===== src/sv32_pkg.sv =====
// Sv32 PTE permission bits, access kinds and privilege levels
package sv32_pkg;

    // low byte of an Sv32 PTE
    typedef logic [7:0] pte_perm_t;

    localparam int PTE_V = 0;
    localparam int PTE_R = 1;
    localparam int PTE_W = 2;
    localparam int PTE_X = 3;
    localparam int PTE_U = 4;
    localparam int PTE_G = 5; // global, survives ASID fence
    localparam int PTE_A = 6;
    localparam int PTE_D = 7;

    typedef enum logic [1:0] {
        ACCESS_NONE  = 2'b00,
        ACCESS_LOAD  = 2'b01,
        ACCESS_STORE = 2'b10,
        ACCESS_INSN  = 2'b11
    } access_t;

    // only the modes that translate
    typedef enum logic [1:0] {
        PRIV_U = 2'b00,
        PRIV_S = 2'b01
    } priv_t;

endpackage


===== src/tlb_cfg_pkg.sv =====
// address geometry widths and vector types for word, VPN, PPN, ASID and page offset
package tlb_cfg_pkg;

    localparam int WORD_BITS        = 32;
    localparam int PAGE_OFFSET_BITS = 12; // 4 KiB pages
    localparam int VPN_BITS         = WORD_BITS - PAGE_OFFSET_BITS;
    localparam int PPN_BITS         = 22;
    localparam int ASID_BITS        = 9;

    typedef logic [WORD_BITS-1:0]        word_t;
    typedef logic [VPN_BITS-1:0]         vpn_t;
    typedef logic [PPN_BITS-1:0]         ppn_t;
    typedef logic [ASID_BITS-1:0]        asid_t;
    typedef logic [PAGE_OFFSET_BITS-1:0] offset_t;

endpackage


===== src/tlb_array.sv =====
// set-indexed TLB storage with masked synchronous write and asynchronous read
`timescale 1ns/100ps

module tlb_array #(
    parameter int TLB_ENTRIES = 16,
    parameter int TLB_ASSOC   = 2,
    localparam int N_SETS  = TLB_ENTRIES / TLB_ASSOC,
    localparam int SET_W   = $clog2(N_SETS) + (N_SETS == 1),
    localparam int TAG_W   = tlb_cfg_pkg::VPN_BITS - SET_W,
    localparam int FRAME_W = 1 + tlb_cfg_pkg::ASID_BITS + TAG_W + tlb_cfg_pkg::WORD_BITS
) (
    input  logic                              CLK,
    input  logic                              nRST,
    input  logic [SET_W-1:0]                  sel,
    input  logic                              wen,
    input  logic [TLB_ASSOC-1:0][FRAME_W-1:0] wdata,
    input  logic [TLB_ASSOC-1:0][FRAME_W-1:0] wmask,
    output logic [TLB_ASSOC-1:0][FRAME_W-1:0] rdata
);

    // frame layout {valid, asid, tag, pte}
    logic [TLB_ASSOC-1:0][FRAME_W-1:0] mem [N_SETS];

    // mask bit set means keep the stored bit
    always_ff @(posedge CLK) begin
        if (wen) begin
            mem[sel] <= (mem[sel] & wmask) | (wdata & ~wmask);
        end
    end

    assign rdata = mem[sel]; // combinational read

    // controller must never address past the last set
    a_sel_range: assert property (@(posedge CLK) disable iff (!nRST)
        wen |-> (!$isunknown(sel) && (int'(sel) < N_SETS)));

endmodule


===== src/tlb_ctrl.sv =====
// TLB control FSM for init clear, hit, page walk fill and fence sweep
`timescale 1ns/100ps

module tlb_ctrl #(
    parameter int TLB_ENTRIES = 16,
    parameter int TLB_ASSOC   = 2,
    parameter int IS_ITLB     = 0,
    localparam int N_SETS  = TLB_ENTRIES / TLB_ASSOC,
    localparam int SET_W   = $clog2(N_SETS) + (N_SETS == 1),
    localparam int WAY_W   = $clog2(TLB_ASSOC) + (TLB_ASSOC == 1),
    localparam int TAG_W   = tlb_cfg_pkg::VPN_BITS - SET_W,
    localparam int FRAME_W = 1 + tlb_cfg_pkg::ASID_BITS + TAG_W + tlb_cfg_pkg::WORD_BITS
) (
    input  logic                              CLK,
    input  logic                              nRST,
    input  logic                              req_ren,
    input  logic                              req_wen,
    input  tlb_cfg_pkg::word_t                req_va,
    input  tlb_cfg_pkg::asid_t                satp_asid,
    input  logic                              trans_on,
    input  logic                              fence,
    input  tlb_cfg_pkg::word_t                fence_va,
    input  tlb_cfg_pkg::asid_t                fence_asid,
    input  logic                              page_fault,
    input  logic                              hit,
    input  logic [WAY_W-1:0]                  hit_way,
    input  tlb_cfg_pkg::word_t                hit_pte,
    input  logic [WAY_W-1:0]                  repl_way,
    input  logic [TLB_ASSOC-1:0][FRAME_W-1:0] rdata,
    input  logic                              walk_busy,
    input  tlb_cfg_pkg::word_t                walk_rdata,
    input  logic                              walk_error,
    output logic [SET_W-1:0]                  sel,
    output logic                              wen,
    output logic [TLB_ASSOC-1:0][FRAME_W-1:0] wdata,
    output logic [TLB_ASSOC-1:0][FRAME_W-1:0] wmask,
    output logic                              touch,
    output logic [WAY_W-1:0]                  touch_way,
    output logic                              busy,
    output logic                              tlb_miss,
    output logic                              walk_ren,
    output tlb_cfg_pkg::word_t                walk_addr,
    output logic                              fence_done,
    output logic                              check,
    output sv32_pkg::access_t                 access
);

    localparam int WORD_BITS = tlb_cfg_pkg::WORD_BITS;
    localparam int ASID_BITS = tlb_cfg_pkg::ASID_BITS;
    localparam int OFF_BITS  = tlb_cfg_pkg::PAGE_OFFSET_BITS;

    typedef enum logic [1:0] {INIT, READY, FETCH, FENCE} state_t;

    state_t               state, next_state;
    logic [SET_W-1:0]     sweep_set;
    logic [WAY_W-1:0]     sweep_way;
    logic                 sweep_fin;  // all ways visited so done pulses next
    logic                 sweep_step;
    logic                 sweep_last;
    logic [FRAME_W-1:0]   sweep_frame;
    tlb_cfg_pkg::vpn_t    sweep_vpn;
    tlb_cfg_pkg::vpn_t    req_vpn;
    tlb_cfg_pkg::vpn_t    miss_vpn;
    tlb_cfg_pkg::offset_t miss_off;
    logic                 latch_miss;
    logic                 req;
    logic                 va_match;
    logic                 asid_match;

    assign req     = req_ren || req_wen;
    assign req_vpn = req_va[WORD_BITS-1:OFF_BITS];

    generate
        if (IS_ITLB != 0) begin : g_itlb
            assign access = sv32_pkg::ACCESS_INSN;
        end else begin : g_dtlb
            assign access = req_wen ? sv32_pkg::ACCESS_STORE :
                            req_ren ? sv32_pkg::ACCESS_LOAD : sv32_pkg::ACCESS_NONE;
        end
    endgenerate

    assign sweep_last  = (sweep_set == SET_W'(N_SETS - 1))
                         && (sweep_way == WAY_W'(TLB_ASSOC - 1));
    assign sweep_frame = rdata[sweep_way];
    assign sweep_vpn   = {sweep_frame[WORD_BITS +: TAG_W], sweep_set};

    // zero selector means "any"
    assign va_match   = (fence_va == '0) || (sweep_vpn == fence_va[WORD_BITS-1:OFF_BITS]);
    assign asid_match = (fence_asid == '0)
                        || ((sweep_frame[FRAME_W-2 -: ASID_BITS] == fence_asid)
                            && !sweep_frame[sv32_pkg::PTE_G]);

    always_ff @(posedge CLK, negedge nRST) begin
        if (!nRST) begin
            state     <= INIT;
            sweep_set <= '0;
            sweep_way <= '0;
            sweep_fin <= 1'b0;
        end else begin
            state <= next_state;
            if (sweep_step) begin
                if (sweep_last) begin
                    sweep_set <= '0;
                    sweep_way <= '0;
                    sweep_fin <= (state == FENCE); // init goes straight to READY
                end else if (sweep_way == WAY_W'(TLB_ASSOC - 1)) begin
                    sweep_set <= sweep_set + 1'b1;
                    sweep_way <= '0;
                end else begin
                    sweep_way <= sweep_way + 1'b1;
                end
            end
            if (fence_done) begin
                sweep_fin <= 1'b0;
            end
        end
    end

    always_ff @(posedge CLK) begin
        if (latch_miss) begin
            miss_vpn <= req_vpn;
            miss_off <= req_va[OFF_BITS-1:0];
        end
    end

    always_comb begin
        next_state = state;
        sel        = req_vpn[SET_W-1:0];
        wen        = 1'b0;
        wdata      = '0;
        wmask      = '1;
        touch      = 1'b0;
        touch_way  = hit_way;
        busy       = 1'b1;
        tlb_miss   = 1'b0;
        walk_ren   = 1'b0;
        walk_addr  = {miss_vpn, miss_off};
        fence_done = 1'b0;
        check      = 1'b0;
        sweep_step = 1'b0;
        latch_miss = 1'b0;
        case (state)
            INIT: begin
                sel                = sweep_set; // one way cleared per cycle
                wen                = 1'b1;
                wmask[sweep_way]   = '0;
                sweep_step         = 1'b1;
                if (sweep_last) begin
                    next_state = READY;
                end
            end
            READY: begin
                if (fence) begin
                    tlb_miss   = 1'b1;
                    next_state = FENCE;
                end else if (!trans_on) begin
                    busy = 1'b0; // bare mode has nothing to translate
                end else if (req && hit) begin
                    busy  = 1'b0;
                    check = 1'b1;
                    touch = 1'b1;
                end else if (req) begin
                    tlb_miss   = 1'b1;
                    walk_ren   = 1'b1;
                    walk_addr  = req_va;
                    latch_miss = 1'b1;
                    next_state = FETCH;
                end
            end
            FETCH: begin
                sel      = miss_vpn[SET_W-1:0];
                tlb_miss = 1'b1;
                walk_ren = 1'b1;
                if (walk_error || page_fault) begin
                    next_state = READY; // abandoned walk leaves no fill
                end else if (!walk_busy) begin
                    wen              = 1'b1;
                    wmask[repl_way]  = '0;
                    wdata[repl_way]  = {1'b1, satp_asid, miss_vpn[tlb_cfg_pkg::VPN_BITS-1:SET_W],
                                        walk_rdata};
                    touch            = 1'b1;
                    touch_way        = repl_way;
                    next_state       = READY;
                end
            end
            FENCE: begin
                sel      = sweep_set;
                tlb_miss = 1'b1;
                if (sweep_fin) begin
                    fence_done = 1'b1;
                    next_state = READY;
                end else begin
                    sweep_step = 1'b1;
                    if (sweep_frame[FRAME_W-1] && va_match && asid_match) begin
                        wen              = 1'b1;
                        wmask[sweep_way] = '0;
                    end
                end
            end
            default: next_state = INIT;
        endcase
    end

    // the walker sees one address for the whole walk
    a_walk_addr_held: assert property (@(posedge CLK) disable iff (!nRST)
        (walk_ren && state == FETCH) |-> (walk_addr == $past(walk_addr)));

    // held request hits the entry just filled
    a_fill_hit: assert property (@(posedge CLK) disable iff (!nRST)
        ($past(state == FETCH && wen) && check) |-> (hit_pte == $past(walk_rdata)));

endmodule


===== src/tlb_lookup.sv =====
// tag and ASID compare across ways, hit select and per-set round-robin pointer
`timescale 1ns/100ps

module tlb_lookup #(
    parameter int TLB_ENTRIES = 16,
    parameter int TLB_ASSOC   = 2,
    localparam int N_SETS  = TLB_ENTRIES / TLB_ASSOC,
    localparam int SET_W   = $clog2(N_SETS) + (N_SETS == 1),
    localparam int WAY_W   = $clog2(TLB_ASSOC) + (TLB_ASSOC == 1),
    localparam int TAG_W   = tlb_cfg_pkg::VPN_BITS - SET_W,
    localparam int FRAME_W = 1 + tlb_cfg_pkg::ASID_BITS + TAG_W + tlb_cfg_pkg::WORD_BITS
) (
    input  logic                              CLK,
    input  logic                              nRST,
    input  logic [TLB_ASSOC-1:0][FRAME_W-1:0] rdata,
    input  tlb_cfg_pkg::word_t                req_va,
    input  tlb_cfg_pkg::asid_t                satp_asid,
    input  logic                              enable,
    input  logic                              touch,
    input  logic [WAY_W-1:0]                  touch_way,
    output logic                              hit,
    output logic [WAY_W-1:0]                  hit_way,
    output tlb_cfg_pkg::word_t                hit_pte,
    output logic [WAY_W-1:0]                  repl_way
);

    localparam int WORD_BITS = tlb_cfg_pkg::WORD_BITS;
    localparam int ASID_BITS = tlb_cfg_pkg::ASID_BITS;

    logic [TLB_ASSOC-1:0] match;
    logic [SET_W-1:0]     set_idx;
    logic [TAG_W-1:0]     req_tag;
    logic [WAY_W-1:0]     last_used [N_SETS]; // most recently used way per set
    logic [WAY_W-1:0]     last;

    assign set_idx = req_va[tlb_cfg_pkg::PAGE_OFFSET_BITS +: SET_W];
    assign req_tag = req_va[WORD_BITS-1 -: TAG_W];

    always_comb begin
        for (int i = 0; i < TLB_ASSOC; i++) begin
            match[i] = enable && rdata[i][FRAME_W-1]
                       && (rdata[i][FRAME_W-2 -: ASID_BITS] == satp_asid)
                       && (rdata[i][WORD_BITS +: TAG_W] == req_tag);
        end
    end

    // walk downward so the lowest matching way wins
    always_comb begin
        hit     = |match;
        hit_way = '0;
        hit_pte = '0;
        for (int i = TLB_ASSOC - 1; i >= 0; i--) begin
            if (match[i]) begin
                hit_way = WAY_W'(i);
                hit_pte = rdata[i][WORD_BITS-1:0];
            end
        end
    end

    always_ff @(posedge CLK, negedge nRST) begin
        if (!nRST) begin
            for (int s = 0; s < N_SETS; s++) begin
                last_used[s] <= '0;
            end
        end else if (touch) begin
            last_used[set_idx] <= touch_way; // hit or fill
        end
    end

    assign last     = last_used[set_idx];
    assign repl_way = (last == WAY_W'(TLB_ASSOC - 1)) ? '0 : last + 1'b1;

    // fills and fences should never leave duplicates behind
    a_single_match: assert property (@(posedge CLK) disable iff (!nRST) $onehot0(match));

endmodule


===== src/tlb_perm_check.sv =====
// Sv32 leaf permission check producing load, store and fetch page faults
`timescale 1ns/100ps

module tlb_perm_check (
    input  logic                check,
    input  sv32_pkg::access_t   access,
    input  tlb_cfg_pkg::word_t  pte,
    input  sv32_pkg::priv_t     priv,
    input  logic                sum,
    input  logic                mxr,
    output logic                fault_load_page,
    output logic                fault_store_page,
    output logic                fault_insn_page
);

    sv32_pkg::pte_perm_t perm;
    logic bad_pte;
    logic priv_bad;
    logic can_read;

    assign perm = pte[$bits(sv32_pkg::pte_perm_t)-1:0];

    // invalid, or the reserved W-without-R encoding
    assign bad_pte  = !perm[sv32_pkg::PTE_V] || (perm[sv32_pkg::PTE_W] && !perm[sv32_pkg::PTE_R]);
    assign can_read = perm[sv32_pkg::PTE_R] || (mxr && perm[sv32_pkg::PTE_X]); // MXR

    always_comb begin
        if (priv == sv32_pkg::PRIV_U) begin
            priv_bad = !perm[sv32_pkg::PTE_U];
        end else begin
            // supervisor never fetches from user pages
            priv_bad = perm[sv32_pkg::PTE_U] && ((access == sv32_pkg::ACCESS_INSN) || !sum);
        end
    end

    assign fault_load_page  = check && (access == sv32_pkg::ACCESS_LOAD)
                              && (bad_pte || priv_bad || !can_read);
    assign fault_store_page = check && (access == sv32_pkg::ACCESS_STORE)
                              && (bad_pte || priv_bad || !perm[sv32_pkg::PTE_W]);
    assign fault_insn_page  = check && (access == sv32_pkg::ACCESS_INSN)
                              && (bad_pte || priv_bad || !perm[sv32_pkg::PTE_X]);

endmodule


===== src/tlb_top.sv =====
// TLB top level wiring controller, storage, lookup and permission check
`timescale 1ns/100ps

module tlb_top #(
    parameter int TLB_ENTRIES = 16,
    parameter int TLB_ASSOC   = 2,
    parameter int IS_ITLB     = 0
) (
    input  logic                CLK,
    input  logic                nRST,
    input  logic                req_ren,
    input  logic                req_wen,
    input  tlb_cfg_pkg::word_t  req_va,
    input  tlb_cfg_pkg::asid_t  satp_asid,
    input  sv32_pkg::priv_t     priv,
    input  logic                sum,
    input  logic                mxr,
    input  logic                trans_on,
    output logic                busy,
    output logic                tlb_miss,
    output tlb_cfg_pkg::word_t  hit_pte,
    output logic                fault_load_page,
    output logic                fault_store_page,
    output logic                fault_insn_page,
    output logic                walk_ren,
    output tlb_cfg_pkg::word_t  walk_addr,
    input  logic                walk_busy,
    input  tlb_cfg_pkg::word_t  walk_rdata,
    input  logic                walk_error,
    input  logic                page_fault,
    input  logic                fence,
    input  tlb_cfg_pkg::word_t  fence_va,
    input  tlb_cfg_pkg::asid_t  fence_asid,
    output logic                fence_done
);

    localparam int N_SETS  = TLB_ENTRIES / TLB_ASSOC;
    localparam int SET_W   = $clog2(N_SETS) + (N_SETS == 1);
    localparam int WAY_W   = $clog2(TLB_ASSOC) + (TLB_ASSOC == 1);
    localparam int TAG_W   = tlb_cfg_pkg::VPN_BITS - SET_W;
    localparam int FRAME_W = 1 + tlb_cfg_pkg::ASID_BITS + TAG_W + tlb_cfg_pkg::WORD_BITS;

    logic [SET_W-1:0]                  sel;
    logic                              wen;
    logic [TLB_ASSOC-1:0][FRAME_W-1:0] wdata;
    logic [TLB_ASSOC-1:0][FRAME_W-1:0] wmask;
    logic [TLB_ASSOC-1:0][FRAME_W-1:0] rdata;
    logic                              hit;
    logic [WAY_W-1:0]                  hit_way;
    logic [WAY_W-1:0]                  repl_way;
    logic                              touch;
    logic [WAY_W-1:0]                  touch_way;
    logic                              check;
    sv32_pkg::access_t                 access;

    tlb_ctrl #(.TLB_ENTRIES(TLB_ENTRIES), .TLB_ASSOC(TLB_ASSOC), .IS_ITLB(IS_ITLB)) u_ctrl (
        .CLK(CLK), .nRST(nRST),
        .req_ren(req_ren), .req_wen(req_wen), .req_va(req_va), .satp_asid(satp_asid),
        .trans_on(trans_on), .fence(fence), .fence_va(fence_va), .fence_asid(fence_asid),
        .page_fault(page_fault), .hit(hit), .hit_way(hit_way), .hit_pte(hit_pte),
        .repl_way(repl_way), .rdata(rdata), .walk_busy(walk_busy), .walk_rdata(walk_rdata),
        .walk_error(walk_error), .sel(sel), .wen(wen), .wdata(wdata), .wmask(wmask),
        .touch(touch), .touch_way(touch_way), .busy(busy), .tlb_miss(tlb_miss),
        .walk_ren(walk_ren), .walk_addr(walk_addr), .fence_done(fence_done),
        .check(check), .access(access)
    );

    tlb_array #(.TLB_ENTRIES(TLB_ENTRIES), .TLB_ASSOC(TLB_ASSOC)) u_array (
        .CLK(CLK), .nRST(nRST), .sel(sel), .wen(wen),
        .wdata(wdata), .wmask(wmask), .rdata(rdata)
    );

    // lookups only count with translation on
    tlb_lookup #(.TLB_ENTRIES(TLB_ENTRIES), .TLB_ASSOC(TLB_ASSOC)) u_lookup (
        .CLK(CLK), .nRST(nRST), .rdata(rdata), .req_va(req_va), .satp_asid(satp_asid),
        .enable(trans_on), .touch(touch), .touch_way(touch_way),
        .hit(hit), .hit_way(hit_way), .hit_pte(hit_pte), .repl_way(repl_way)
    );

    tlb_perm_check u_perm (
        .check(check), .access(access), .pte(hit_pte), .priv(priv), .sum(sum), .mxr(mxr),
        .fault_load_page(fault_load_page), .fault_store_page(fault_store_page),
        .fault_insn_page(fault_insn_page)
    );

endmodule


===== config.mk =====
export PLATFORM = sky130hd
export DESIGN_NAME = tlb_top
export DESIGN_NICKNAME = d
export VERILOG_FILES = /design/src/sv32_pkg.sv /design/src/tlb_cfg_pkg.sv /design/src/tlb_array.sv /design/src/tlb_ctrl.sv /design/src/tlb_lookup.sv /design/src/tlb_perm_check.sv /design/src/tlb_top.sv
export SDC_FILE = /design/constraint.sdc
export NUM_CORES = 1
export LEC_CHECK = 0
export ABC_AREA = 1
export BUFFER_PORTS_ARGS = -buffer_cell sky130_fd_sc_hd__buf_2
export CORE_MARGIN = 2
export CORE_UTILIZATION = 30
export DETAILED_ROUTE_END_ITERATION = 8
export GPL_ROUTABILITY_DRIVEN = 0
export PLACE_DENSITY = 0.45
export SLEW_MARGIN = 10
export SYNTH_ARGS = -nofsm -noshare
export SYNTH_HDL_FRONTEND = slang
export SYNTH_SLANG_ARGS = --single-unit

===== constraint.sdc =====
create_clock -name CLK -period 10.6 [get_ports CLK]
set_input_delay 0.53 -clock CLK [delete_from_list [all_inputs] [get_ports CLK]]
set_output_delay 0.53 -clock CLK [all_outputs]
set_load 0.02 [all_outputs]

# Yosys cells after proc, flatten, opt, wreduce, memory -nomap -nowiden
# Memories as Yosys holds them, arrays and structs flattened.
# Index checks and enable logic that the tools add are counted.
[word_totals] reg_bits=47 memories=1 elab_cells=187 ramBits=944 output_inout_bits=71
[op_classes] reduce_logical=55 magnitude_cmp=6 n_eq_ne=19 bitwise=8 addsub=3 mux=81
[memory_table] memory="u_array.mem" depth=8 word_bits=118 read_ports=1 rd_ports_with_merged_regs=0 write_ports=1 line_no="tlb_array.sv:22" rtl="logic [TLB_ASSOC-1:0][FRAME_W-1:0] mem [N_SETS];"
[op_table] cell="2-to-1 mux 118 bit" n=7
[op_table] cell="bitwise AND 118 bit" n=3
[op_table] cell="NOT 118 bit" n=3
[op_table] cell="case mux 118 bit (3 select lines)" n=1
[op_table] cell="2-to-1 mux 59 bit" n=4
[op_table] cell="2-to-1 mux 32 bit" n=7
[op_table] cell="demux 59 bit (select 1 bit)" n=2
[op_table] cell="bitwise OR 118 bit" n=1
[op_table] cell="2-to-1 mux 1 bit" n=39
[op_table] cell="equality test 17 bit" n=2
[op_table] cell="zero test 32 bit" n=1
[op_table] cell="equality test 9 bit" n=3
[op_table] cell="logical AND 1 bit" n=23
[op_table] cell="equality test 20 bit" n=1
[op_table] cell="2-to-1 mux 2 bit" n=9
[op_table] cell="logical OR 1 bit" n=11
[op_table] cell="zero test 9 bit" n=1
[op_table] cell="bitwise mux 8 bit" n=1
[op_table] cell="equality test 2 bit (second input constant)" n=4
[op_table] cell="zero test 1 bit" n=8
[op_table] cell="case mux 1 bit (2 select lines)" n=4
[op_table] cell="case mux 2 bit (4 select lines)" n=1
[op_table] cell="2-to-1 mux 3 bit" n=2
[op_table] cell="!= test 3 x 2 -> 1 bit (second input constant)" n=2
[op_table] cell="other kinds (20)" n=32

# Logic depth before layout (Yosys ltp)
# Gate-level depths: netlist of the first run.
[depth] ltp_word=17 mapped_depth=31 depth_no_buf=27

# Modules after synthesis
# Synthesis of the first run repeated with hierarchy kept, for this count alone.
[hier_totals] hier_cells=5540 hier_area_um2=48535.3
[by_module_without_submodules] module="tlb_array" area_each_um2=41469.8 instances=1 seq_area_each_um2=28347.2 cells_each=4315
[by_module_without_submodules] module="tlb_ctrl" area_each_um2=4717.0 instances=1 seq_area_each_um2=1136.1 cells_each=780
[by_module_without_submodules] module="tlb_lookup" area_each_um2=2229.6 instances=1 seq_area_each_um2=200.2 cells_each=417
[by_module_without_submodules] module="tlb_perm_check" area_each_um2=118.9 instances=1 seq_area_each_um2=0.0 cells_each=28

# Worst setup path after synthesis of the first run
# No wires, ideal clock.
[synth_timing] kind="reg2reg" start="register u_ctrl.state[1]" end="memory u_array.mem[0][0] (netlist name), enable pin" setup_ps=597 setup_slack_ps=2293 stages_incl_launch_ff=25 arrival_ps=7710 n_path_buf=3 period_less_slack_ps=8307 cell_sequence="dfrtp_1 -> inv_1 -> ha_1 -> inv_1 -> nand2_1 -> nand3_4 -> nand2_4 -> buf_6 -> buf_2 -> buf_4 -> nand2_1 -> nand3_1 -> nand2_1 -> nor2_1 -> nand2_1 -> nand2_1 -> xnor2_1 -> nand4_1 -> nor2_1 -> nand2_1 -> a21oi_2 -> nand3_1 -> nand3_1 -> nand2_1 -> nor2_1"
[synth_via] elab_chain_cells=15 elab_cells_between_ends=21
[synth_rtl] item="from (decl)" line_no="tlb_ctrl.sv:54" rtl="state_t state, next_state;"
[synth_rtl] item="from (signal assigned)" line_no="tlb_ctrl.sv:100" rtl="state <= next_state;"
[synth_rtl] item="equality test 2 bit or zero test 2 bit (tied branches)" line_no="tlb_ctrl.sv:142" rtl="case (state)"
[synth_rtl] item="OR reduction 2 bit (no source line)"
[synth_rtl] item="case mux 3 bit (2 select lines)" line_no="tlb_ctrl.sv:142"
[synth_rtl] item="memory read (8 x 118 bit)"
[synth_rtl] item="2-to-1 mux 59 bit (not written as such) (2 in a row)" line_no="tlb_ctrl.sv:84" rtl="assign sweep_frame = rdata[sweep_way];"
[synth_rtl] item="equality test 20 bit, or another cell as far along" line_no="tlb_ctrl.sv:88" rtl="assign va_match = (fence_va == '0) || (sweep_vpn == fence_va[WORD_BITS-1:OFF_BITS]);"
[synth_rtl] item="logical OR 1 bit or logical AND 1 bit (tied branches)" line_no="tlb_ctrl.sv:88, tlb_ctrl.sv:91"
[synth_rtl] item="logical AND 1 bit or logical OR 1 bit (tied branches)" line_no="tlb_ctrl.sv:194, tlb_ctrl.sv:90"
[synth_rtl] item="logical AND 1 bit" line_no="tlb_ctrl.sv:194" rtl="if (sweep_frame[FRAME_W-1] && va_match && asid_match) begin"
[synth_rtl] item="2-to-1 mux 1 bit" line_no="tlb_ctrl.sv:194"
[synth_rtl] item="2-to-1 mux 1 bit" line_no="tlb_ctrl.sv:189" rtl="if (sweep_fin) begin"
[synth_rtl] item="case mux 1 bit (3 select lines)" line_no="tlb_ctrl.sv:142"
[synth_rtl] item="2-to-1 mux 1 bit" line_no="tlb_array.sv:26" rtl="if (wen) begin"
[synth_rtl] item="2-to-1 mux 1 bit (not written as such)" line_no="tlb_array.sv:27" rtl="mem[sel] <= (mem[sel] & wmask) | (wdata & ~wmask);"
[synth_rtl] item="to (decl)" line_no="tlb_array.sv:22"
# Parallel ways exist; a longest one is shown, timed or not. The select of a mux whose other input is x is not followed.

# Worst setup path after layout of the first run
[layout_timing] start="register u_ctrl.state[1]" end="output port walk_addr[18]"
[layout_via] elab_chain_cells=13 elab_cells_between_ends=23
[layout_rtl] item="equality test 2 bit or zero test 2 bit (tied branches)" line_no="tlb_ctrl.sv:142"
[layout_rtl] item="OR reduction 2 bit (no source line)"
[layout_rtl] item="case mux 3 bit (2 select lines)" line_no="tlb_ctrl.sv:142"
[layout_rtl] item="memory read (8 x 118 bit)"
[layout_rtl] item="equality test 9 bit or logical AND 1 bit (tied branches)" line_no="tlb_lookup.sv:42, tlb_lookup.sv:41"
[layout_rtl] item="logical AND 1 bit" line_no="tlb_lookup.sv:42" rtl="&& (rdata[i][FRAME_W-2 -: ASID_BITS] == satp_asid)"
[layout_rtl] item="logical AND 1 bit" line_no="tlb_lookup.sv:43" rtl="&& (rdata[i][WORD_BITS +: TAG_W] == req_tag);"
[layout_rtl] item="OR reduction 2 bit" line_no="tlb_lookup.sv:49" rtl="hit = |match;"
[layout_rtl] item="logical AND 1 bit" line_no="tlb_ctrl.sv:158" rtl="end else if (req && hit) begin"
[layout_rtl] item="2-to-1 mux 32 bit" line_no="tlb_ctrl.sv:158"
[layout_rtl] item="2-to-1 mux 32 bit" line_no="tlb_ctrl.sv:156" rtl="end else if (!trans_on) begin"
[layout_rtl] item="2-to-1 mux 32 bit" line_no="tlb_ctrl.sv:153" rtl="if (fence) begin"
[layout_rtl] item="2-to-1 mux 32 bit *" line_no="tlb_ctrl.sv:142"
[layout_rtl] item="to (decl)" line_no="tlb_top.sv:26" rtl="output tlb_cfg_pkg::word_t walk_addr,"
# Mark *: on every way between the ends. The rest lies on a longest branch, timed or not.

==> flow_metrics.tcl, run 1 <==
set metrics [dict create \
    h-tree-depth 3 \
    drive_gt1_frac 0.112 \
    wire_per_inst_um 25.2 \
    final_cell_mix "1,310 x nand2_1, 976 x edfxtp_1, 432 x nand3_1" \
    die_y_um 384 \
    synth_xor_area_frac 0.00465 \
    synth.avg_cell_area_um2 10.9 \
    final_area_um2 49900 \
    ys_types 43 \
    drtIter0Drc 2939 \
    cp.required_ps 10070 \
    tns_ps 0 \
    final-setup-viol-count 0 \
    overflow 0 \
    ios 198 \
    grt_pass1_vias 30000 \
    met1_usage 0.294 \
    cts_resized 0 \
    clk_latency_ps 740 \
    post-cts-setup-buffers 0 \
    drc 0 \
    clock_path_buffers 3 \
    post-route-util 0.348 \
    synth-simple-area-share 0.207 \
    core_um2 143000 \
    max_freq_mhz 130 \
    root_buffer "clkbuf_16" \
    finalMaxSlewViolations 0 \
    syn_inst 3965 \
    finalNonFillerCells 6118 \
    clock-sinks 991 \
    cap_violations 0 \
    cp-end-kind "primary output" \
    grt_pass1_wl_um 221000 \
    hold_viol 0 \
    first_pass_iters 5 \
    synth_seq_cells 991 \
    final_nets 4252 \
    grt_use_met2 0.329 \
    synth_top_family_by_area "simple AND/OR/NAND/NOR gates" \
    use_met3 0.0276 \
    place.detailed.hpwl_um 86200 \
    synthAdderAreaFrac 0.00173 \
    crit_type "flop to primary output" \
    finalCritPeriodShare 0.726 \
    yosysWarnings 0 \
    clock_skew_ps 41.0 \
    vias 31300 \
    worstSetupStartpointType "flop" \
    grt.busiest_layer "met2" \
    worst-path-max-fanout 70 \
    initial_core_util 0.302 \
    rsz0062_at_grt "false" \
    min_path_type "input pin to flop" \
    relSlewSlack 0.252 \
    avgViaCountPerCell 5.12 \
    die_w_um 384 \
    multiInputGateArea_um2 11900 \
    layout_min_cycle_time_ps 7700 \
    holdBufCountCts 17 \
    cts_buffers 108 \
    placed_area_um2 46300 \
    dp_cells 5895 \
    synth_compound_area_frac 0.0584 \
    num_rows 139 \
    postRouteAntennaNets 0 \
    layout_commonest_cell "nand2_1" \
    status "completed" \
    die-area_um2 147000 \
    antenna_found_initial 23 \
    seqCellArea_um2 29700 \
    tritoncts "done" \
    grt_max_degree 178 \
    grtUsageTotal 0.206 \
    io_buffers 196 \
    worstPathArrival_ps 7170 \
    muxShareOfSynthArea 0 \
    seq_area_frac_synth 0.686 \
    mappedNetlistArea_um2 43300 \
    fill_cells 14300 \
    tightest_slew_ps 1120 \
    clk_pin_slew_ps 60 \
    syn_nets 4098 \
    syn_to_final_growth_pct 15.4 \
    wirelength_um 154000 \
]
cell usage after synthesis (all sizes together):
| library cell | instances | area [um2] |
|---|---|---|
| a221oi | 70 | 613 |
| o211ai | 3 | 22.5 |
| a21oi | 13 | 68.8 |
| conb | 1 | 3.75 |
| nand2 | 1320 | 4980 |
| nand3 | 434 | 2190 |
| dfrtp | 15 | 375 |
| o21a | 1 | 7.51 |
| nand3b | 19 | 143 |
| o2111ai | 1 | 8.76 |
| clkbuf | 111 | 417 |
| inv | 195 | 734 |
| a22oi | 69 | 518 |
| xor2 | 12 | 105 |
| nor4 | 9 | 56.3 |
| ha | 6 | 75.1 |
| nor3 | 129 | 646 |
| and3 | 1 | 6.26 |
| clkinv | 1 | 3.75 |
| a21o | 1 | 7.51 |
| nor2 | 173 | 662 |
| a211oi | 1 | 7.51 |
| o22ai | 3 | 18.8 |
| xnor2 | 11 | 96.3 |
| a22o | 41 | 359 |
| o21ai | 179 | 896 |
| nand4 | 44 | 275 |
| or2 | 2 | 12.5 |
| edfxtp | 976 | 29300 |
| buf | 124 | 664 |
final timing paths:
| kind | start | to | slack, ps | cells past startpoint |
|---|---|---|---|---|
| worst max-delay path | u_ctrl.state[1] | walk_addr[18] | 2900 | 27 |
| min in group asynchronous | nRST | u_lookup.last_used[7] | 320 | 2 |
| worst min-delay path | req_va[26] | u_ctrl.miss_vpn[14] | 40 | 1 |
| max in group asynchronous | nRST | u_ctrl.state[0] | 9990 | 2 |
| worst min register to register | u_lookup.last_used[3] | u_lookup.last_used[3] | 490 | 2 |
| worst max register to register | u_ctrl.state[1] | u_array.mem[0][92] | 3260 | 24 |
state kept, by name, indices dropped and copies added, names as in the netlist:
name / cells
u_ctrl.state: 2
u_ctrl.miss_off: 12
u_ctrl.sweep_set: 3
u_ctrl.sweep_fin: 1
u_array.mem: 944
u_ctrl.miss_vpn: 20
u_lookup.last_used: 8
u_ctrl.sweep_way: 1
kinds of logic after synthesis:
logic type                 Yosys count
AOI/OAI and AO/OA                  382
xor gates and xnor gates            23
adders and majority gates            6
buffers and inverters              431
DFF                                991
other                                1
and+or+nand+nor                   2131
area by class of cell:
type,instances,area share
multi-input combinational,2543,0.239
tap,1903,0.0477
clock buffer,137,0.0571
antenna,9,0.000451
inverter,196,0.0150
sequential,991,0.595
clock inverter,60,0.0107
timing repair buffer,279,0.0352
worst max-delay path: stages, from the launching register on:
cell and delay [ps]:
dfrtp_1 450, inv_1 120, ha_1 520, inv_1 170
nand2_1 140, nand3_4 370, nand2_8 390, buf_4 730
nand2_1 110, nand3_1 130, nand2_1 60, nor2_1 420
nor2_1 110, nor2_1 120, nand2_1 60, nor2_1 270
nand2_1 90, nor2_1 120, nand3_2 220, o21ai_1 240
inv_2 40, nand3_1 150, nor2_4 50, inv_2 540
buf_4 390, nand2_1 90, o21ai_1 90, buf_2 180
routing by layer:
metal | routed length (um) | vias up | share of wire
met5 | 49 | - | 0.00032
met2 | 71400 | 1042 | 0.46
met1 | 69700 | 15800 | 0.45
li1 | - | 14300 | -
met4 | 3410 | 8 | 0.022
met3 | 9420 | 202 | 0.061
metrics by stage:
stage,hold slack [ps],worst slack [ps]
global placement,474,3430
CTS,7.01,2790
floorplan,234,2290
detailed placement,473,3280
global route,35.4,2370
finish,44.1,2900
Power of run 1 is left out: the tool's default activity adds up to more than one toggle a clock period on the data nets, which glitch-free logic cannot reach.
==> run 2, diff against run 1 <==
==> constraint.sdc (replaced) <==
create_clock -name CLK -period 7.8 [get_ports CLK]
set_input_delay 0.39 -clock CLK [delete_from_list [all_inputs] [get_ports CLK]]
set_output_delay 0.39 -clock CLK [all_outputs]
set_load 0.02 [all_outputs]
==> run 2 against run 1 <==
Compared with the run above:
- count of clock-buffer cells in the layout fell by 9
- die area stayed put
- sequential share of layout area fell by 0.56 points
- critical path type unchanged
==> flow_metrics.tcl, run 2 (synthesized netlist as in run 1, its figures left out) <==
set metrics [dict create \
    status "completed" \
    grtUsageTotal 0.202 \
    tightest_slew_ps 1250 \
    h-tree-depth 3 \
    overflow 0 \
    drive_gt1_frac 0.115 \
    cp.required_ps 7410 \
    place.detailed.hpwl_um 82800 \
    layout_commonest_cell "nand2_1" \
    rsz0062_at_grt "false" \
    drc 0 \
    ios 198 \
    worstSetupStartpointType "flop" \
    worstPathArrival_ps 6860 \
    drtIter0Drc 2739 \
    wire_per_inst_um 24.6 \
    vias 31300 \
    io_buffers 196 \
    largest_register_ffs 944 \
    core_um2 143000 \
    largest-register "u_array.mem" \
    root_buffer "clkbuf_16" \
    cp-end-kind "primary output" \
    grt_pass1_wl_um 217000 \
    syn_to_final_growth_pct 16.5 \
    path_common_cell "nand2_1" \
    die_w_um 384 \
    relSlewSlack 0.169 \
    wirelength_um 151000 \
    largestRegisters "u_array.mem x944, u_ctrl.miss_vpn x20, u_ctrl.miss_off x12" \
    avgViaCountPerCell 5.09 \
    dp_cells 5905 \
    hold_viol 0 \
    postRouteAntennaNets 0 \
    slowest_delay_ps 520 \
    finalNonFillerCells 6140 \
    final_nets 4276 \
    num_rows 139 \
    die-area_um2 147000 \
    hold_start "req_va[27]" \
    antenna_found_initial 15 \
    die_y_um 384 \
    grt_max_degree 94 \
    reg2reg_from "u_ctrl.state[1]" \
    clk_pin_slew_ps 60 \
    cap_violations 0 \
    finalCritPeriodShare 0.929 \
    cts_buffers 108 \
    final-setup-viol-count 0 \
    max_freq_mhz 138 \
    slowest_stage "ha_1" \
    min_path_type "input pin to flop" \
    fill_cells 14200 \
    crit_type "flop to primary output" \
    worst-path-max-fanout 93 \
    grt_pass1_vias 29900 \
    finalMaxSlewViolations 0 \
    post-route-util 0.351 \
    layout_min_cycle_time_ps 7250 \
    clock-sinks 991 \
    final_cell_mix "1,310 x nand2_1, 976 x edfxtp_1, 432 x nand3_1" \
    clk_latency_ps 710 \
    tritoncts "done" \
    initial_core_util 0.302 \
    setup.worst_path.start "u_ctrl.state[1]" \
    clock_path_buffers 3 \
    clock_skew_ps 24.2 \
    first_pass_iters 7 \
]
run 2: timing repair:
| item | CTS | global route |
|---|---|---|
| buffers inserted | 0 | 0 |
| gates resized for setup | 0 | 2 |
| hold buffers | 30 | 0 |
| hold endpoints to repair | 44 | 0 |
| endpoints found under the setup margin | 0 | 26 |
run 2: worst max-delay path, delay by kind of cell (launching register included):
family	cells	cell delay, ps
simple gates	16	2650
buf+inv	7	1840
compound gates	3	580
fa+ha+maj	1	520
flops	1	450
run 2: area by class of cell:
class | count | area [um2] | share of cell area
Clock inverter | 73 | 568 | 0.0113
Tap cell | 1903 | 2380 | 0.0472
Clock buffer | 128 | 2840 | 0.0564
Multi-Input combinational cell | 2544 | 12000 | 0.237
Sequential cell | 991 | 29700 | 0.589
Timing Repair Buffer | 302 | 2210 | 0.0439
Inverter | 196 | 752 | 0.0149
Antenna cell | 3 | 7.51 | 0.000149
run 2: stage by stage:
step | setup slack, ps | instance area [um2] | TNS (ps) | hold slack (ps)
after CTS | 181 | 50400 | 0 | 16.8
after global routing | 25.7 | 50400 | 0 | 32.4
after floorplan | -507 | 43300 | -478190 | 94.4
after detailed placement | 972 | 46700 | 0 | 352
after global placement | 1030 | 46700 | 0 | 346
final | 550 | 50400 | 0 | 60.6
run 2: per-layer routing:
metal / vias to the layer above / global-route usage / wire (um)
met1: 15700 / 0.282 / 67400
met5: - / 0 / 57
met4: 8 / 0.0590 / 3670
li1: 14300 / - / -
met3: 214 / 0.0318 / 10300
met2: 1079 / 0.323 / 69800
run 2: worst paths after layout:
| kind | to | slack [ps] | depth (start not counted) |
|---|---|---|---|
| min reg2reg | u_lookup.last_used[5] | 500 | 2 |
| max in group asynchronous | u_ctrl.sweep_way | 7300 | 2 |
| max | walk_addr[12] | 550 | 27 |
| min in group asynchronous | u_lookup.last_used[2] | 190 | 2 |
| min | u_ctrl.miss_vpn[15] | 60 | 1 |
| max reg2reg | u_array.mem[7][46] | 1300 | 27 |
Power of run 2 is left out for the same reason.
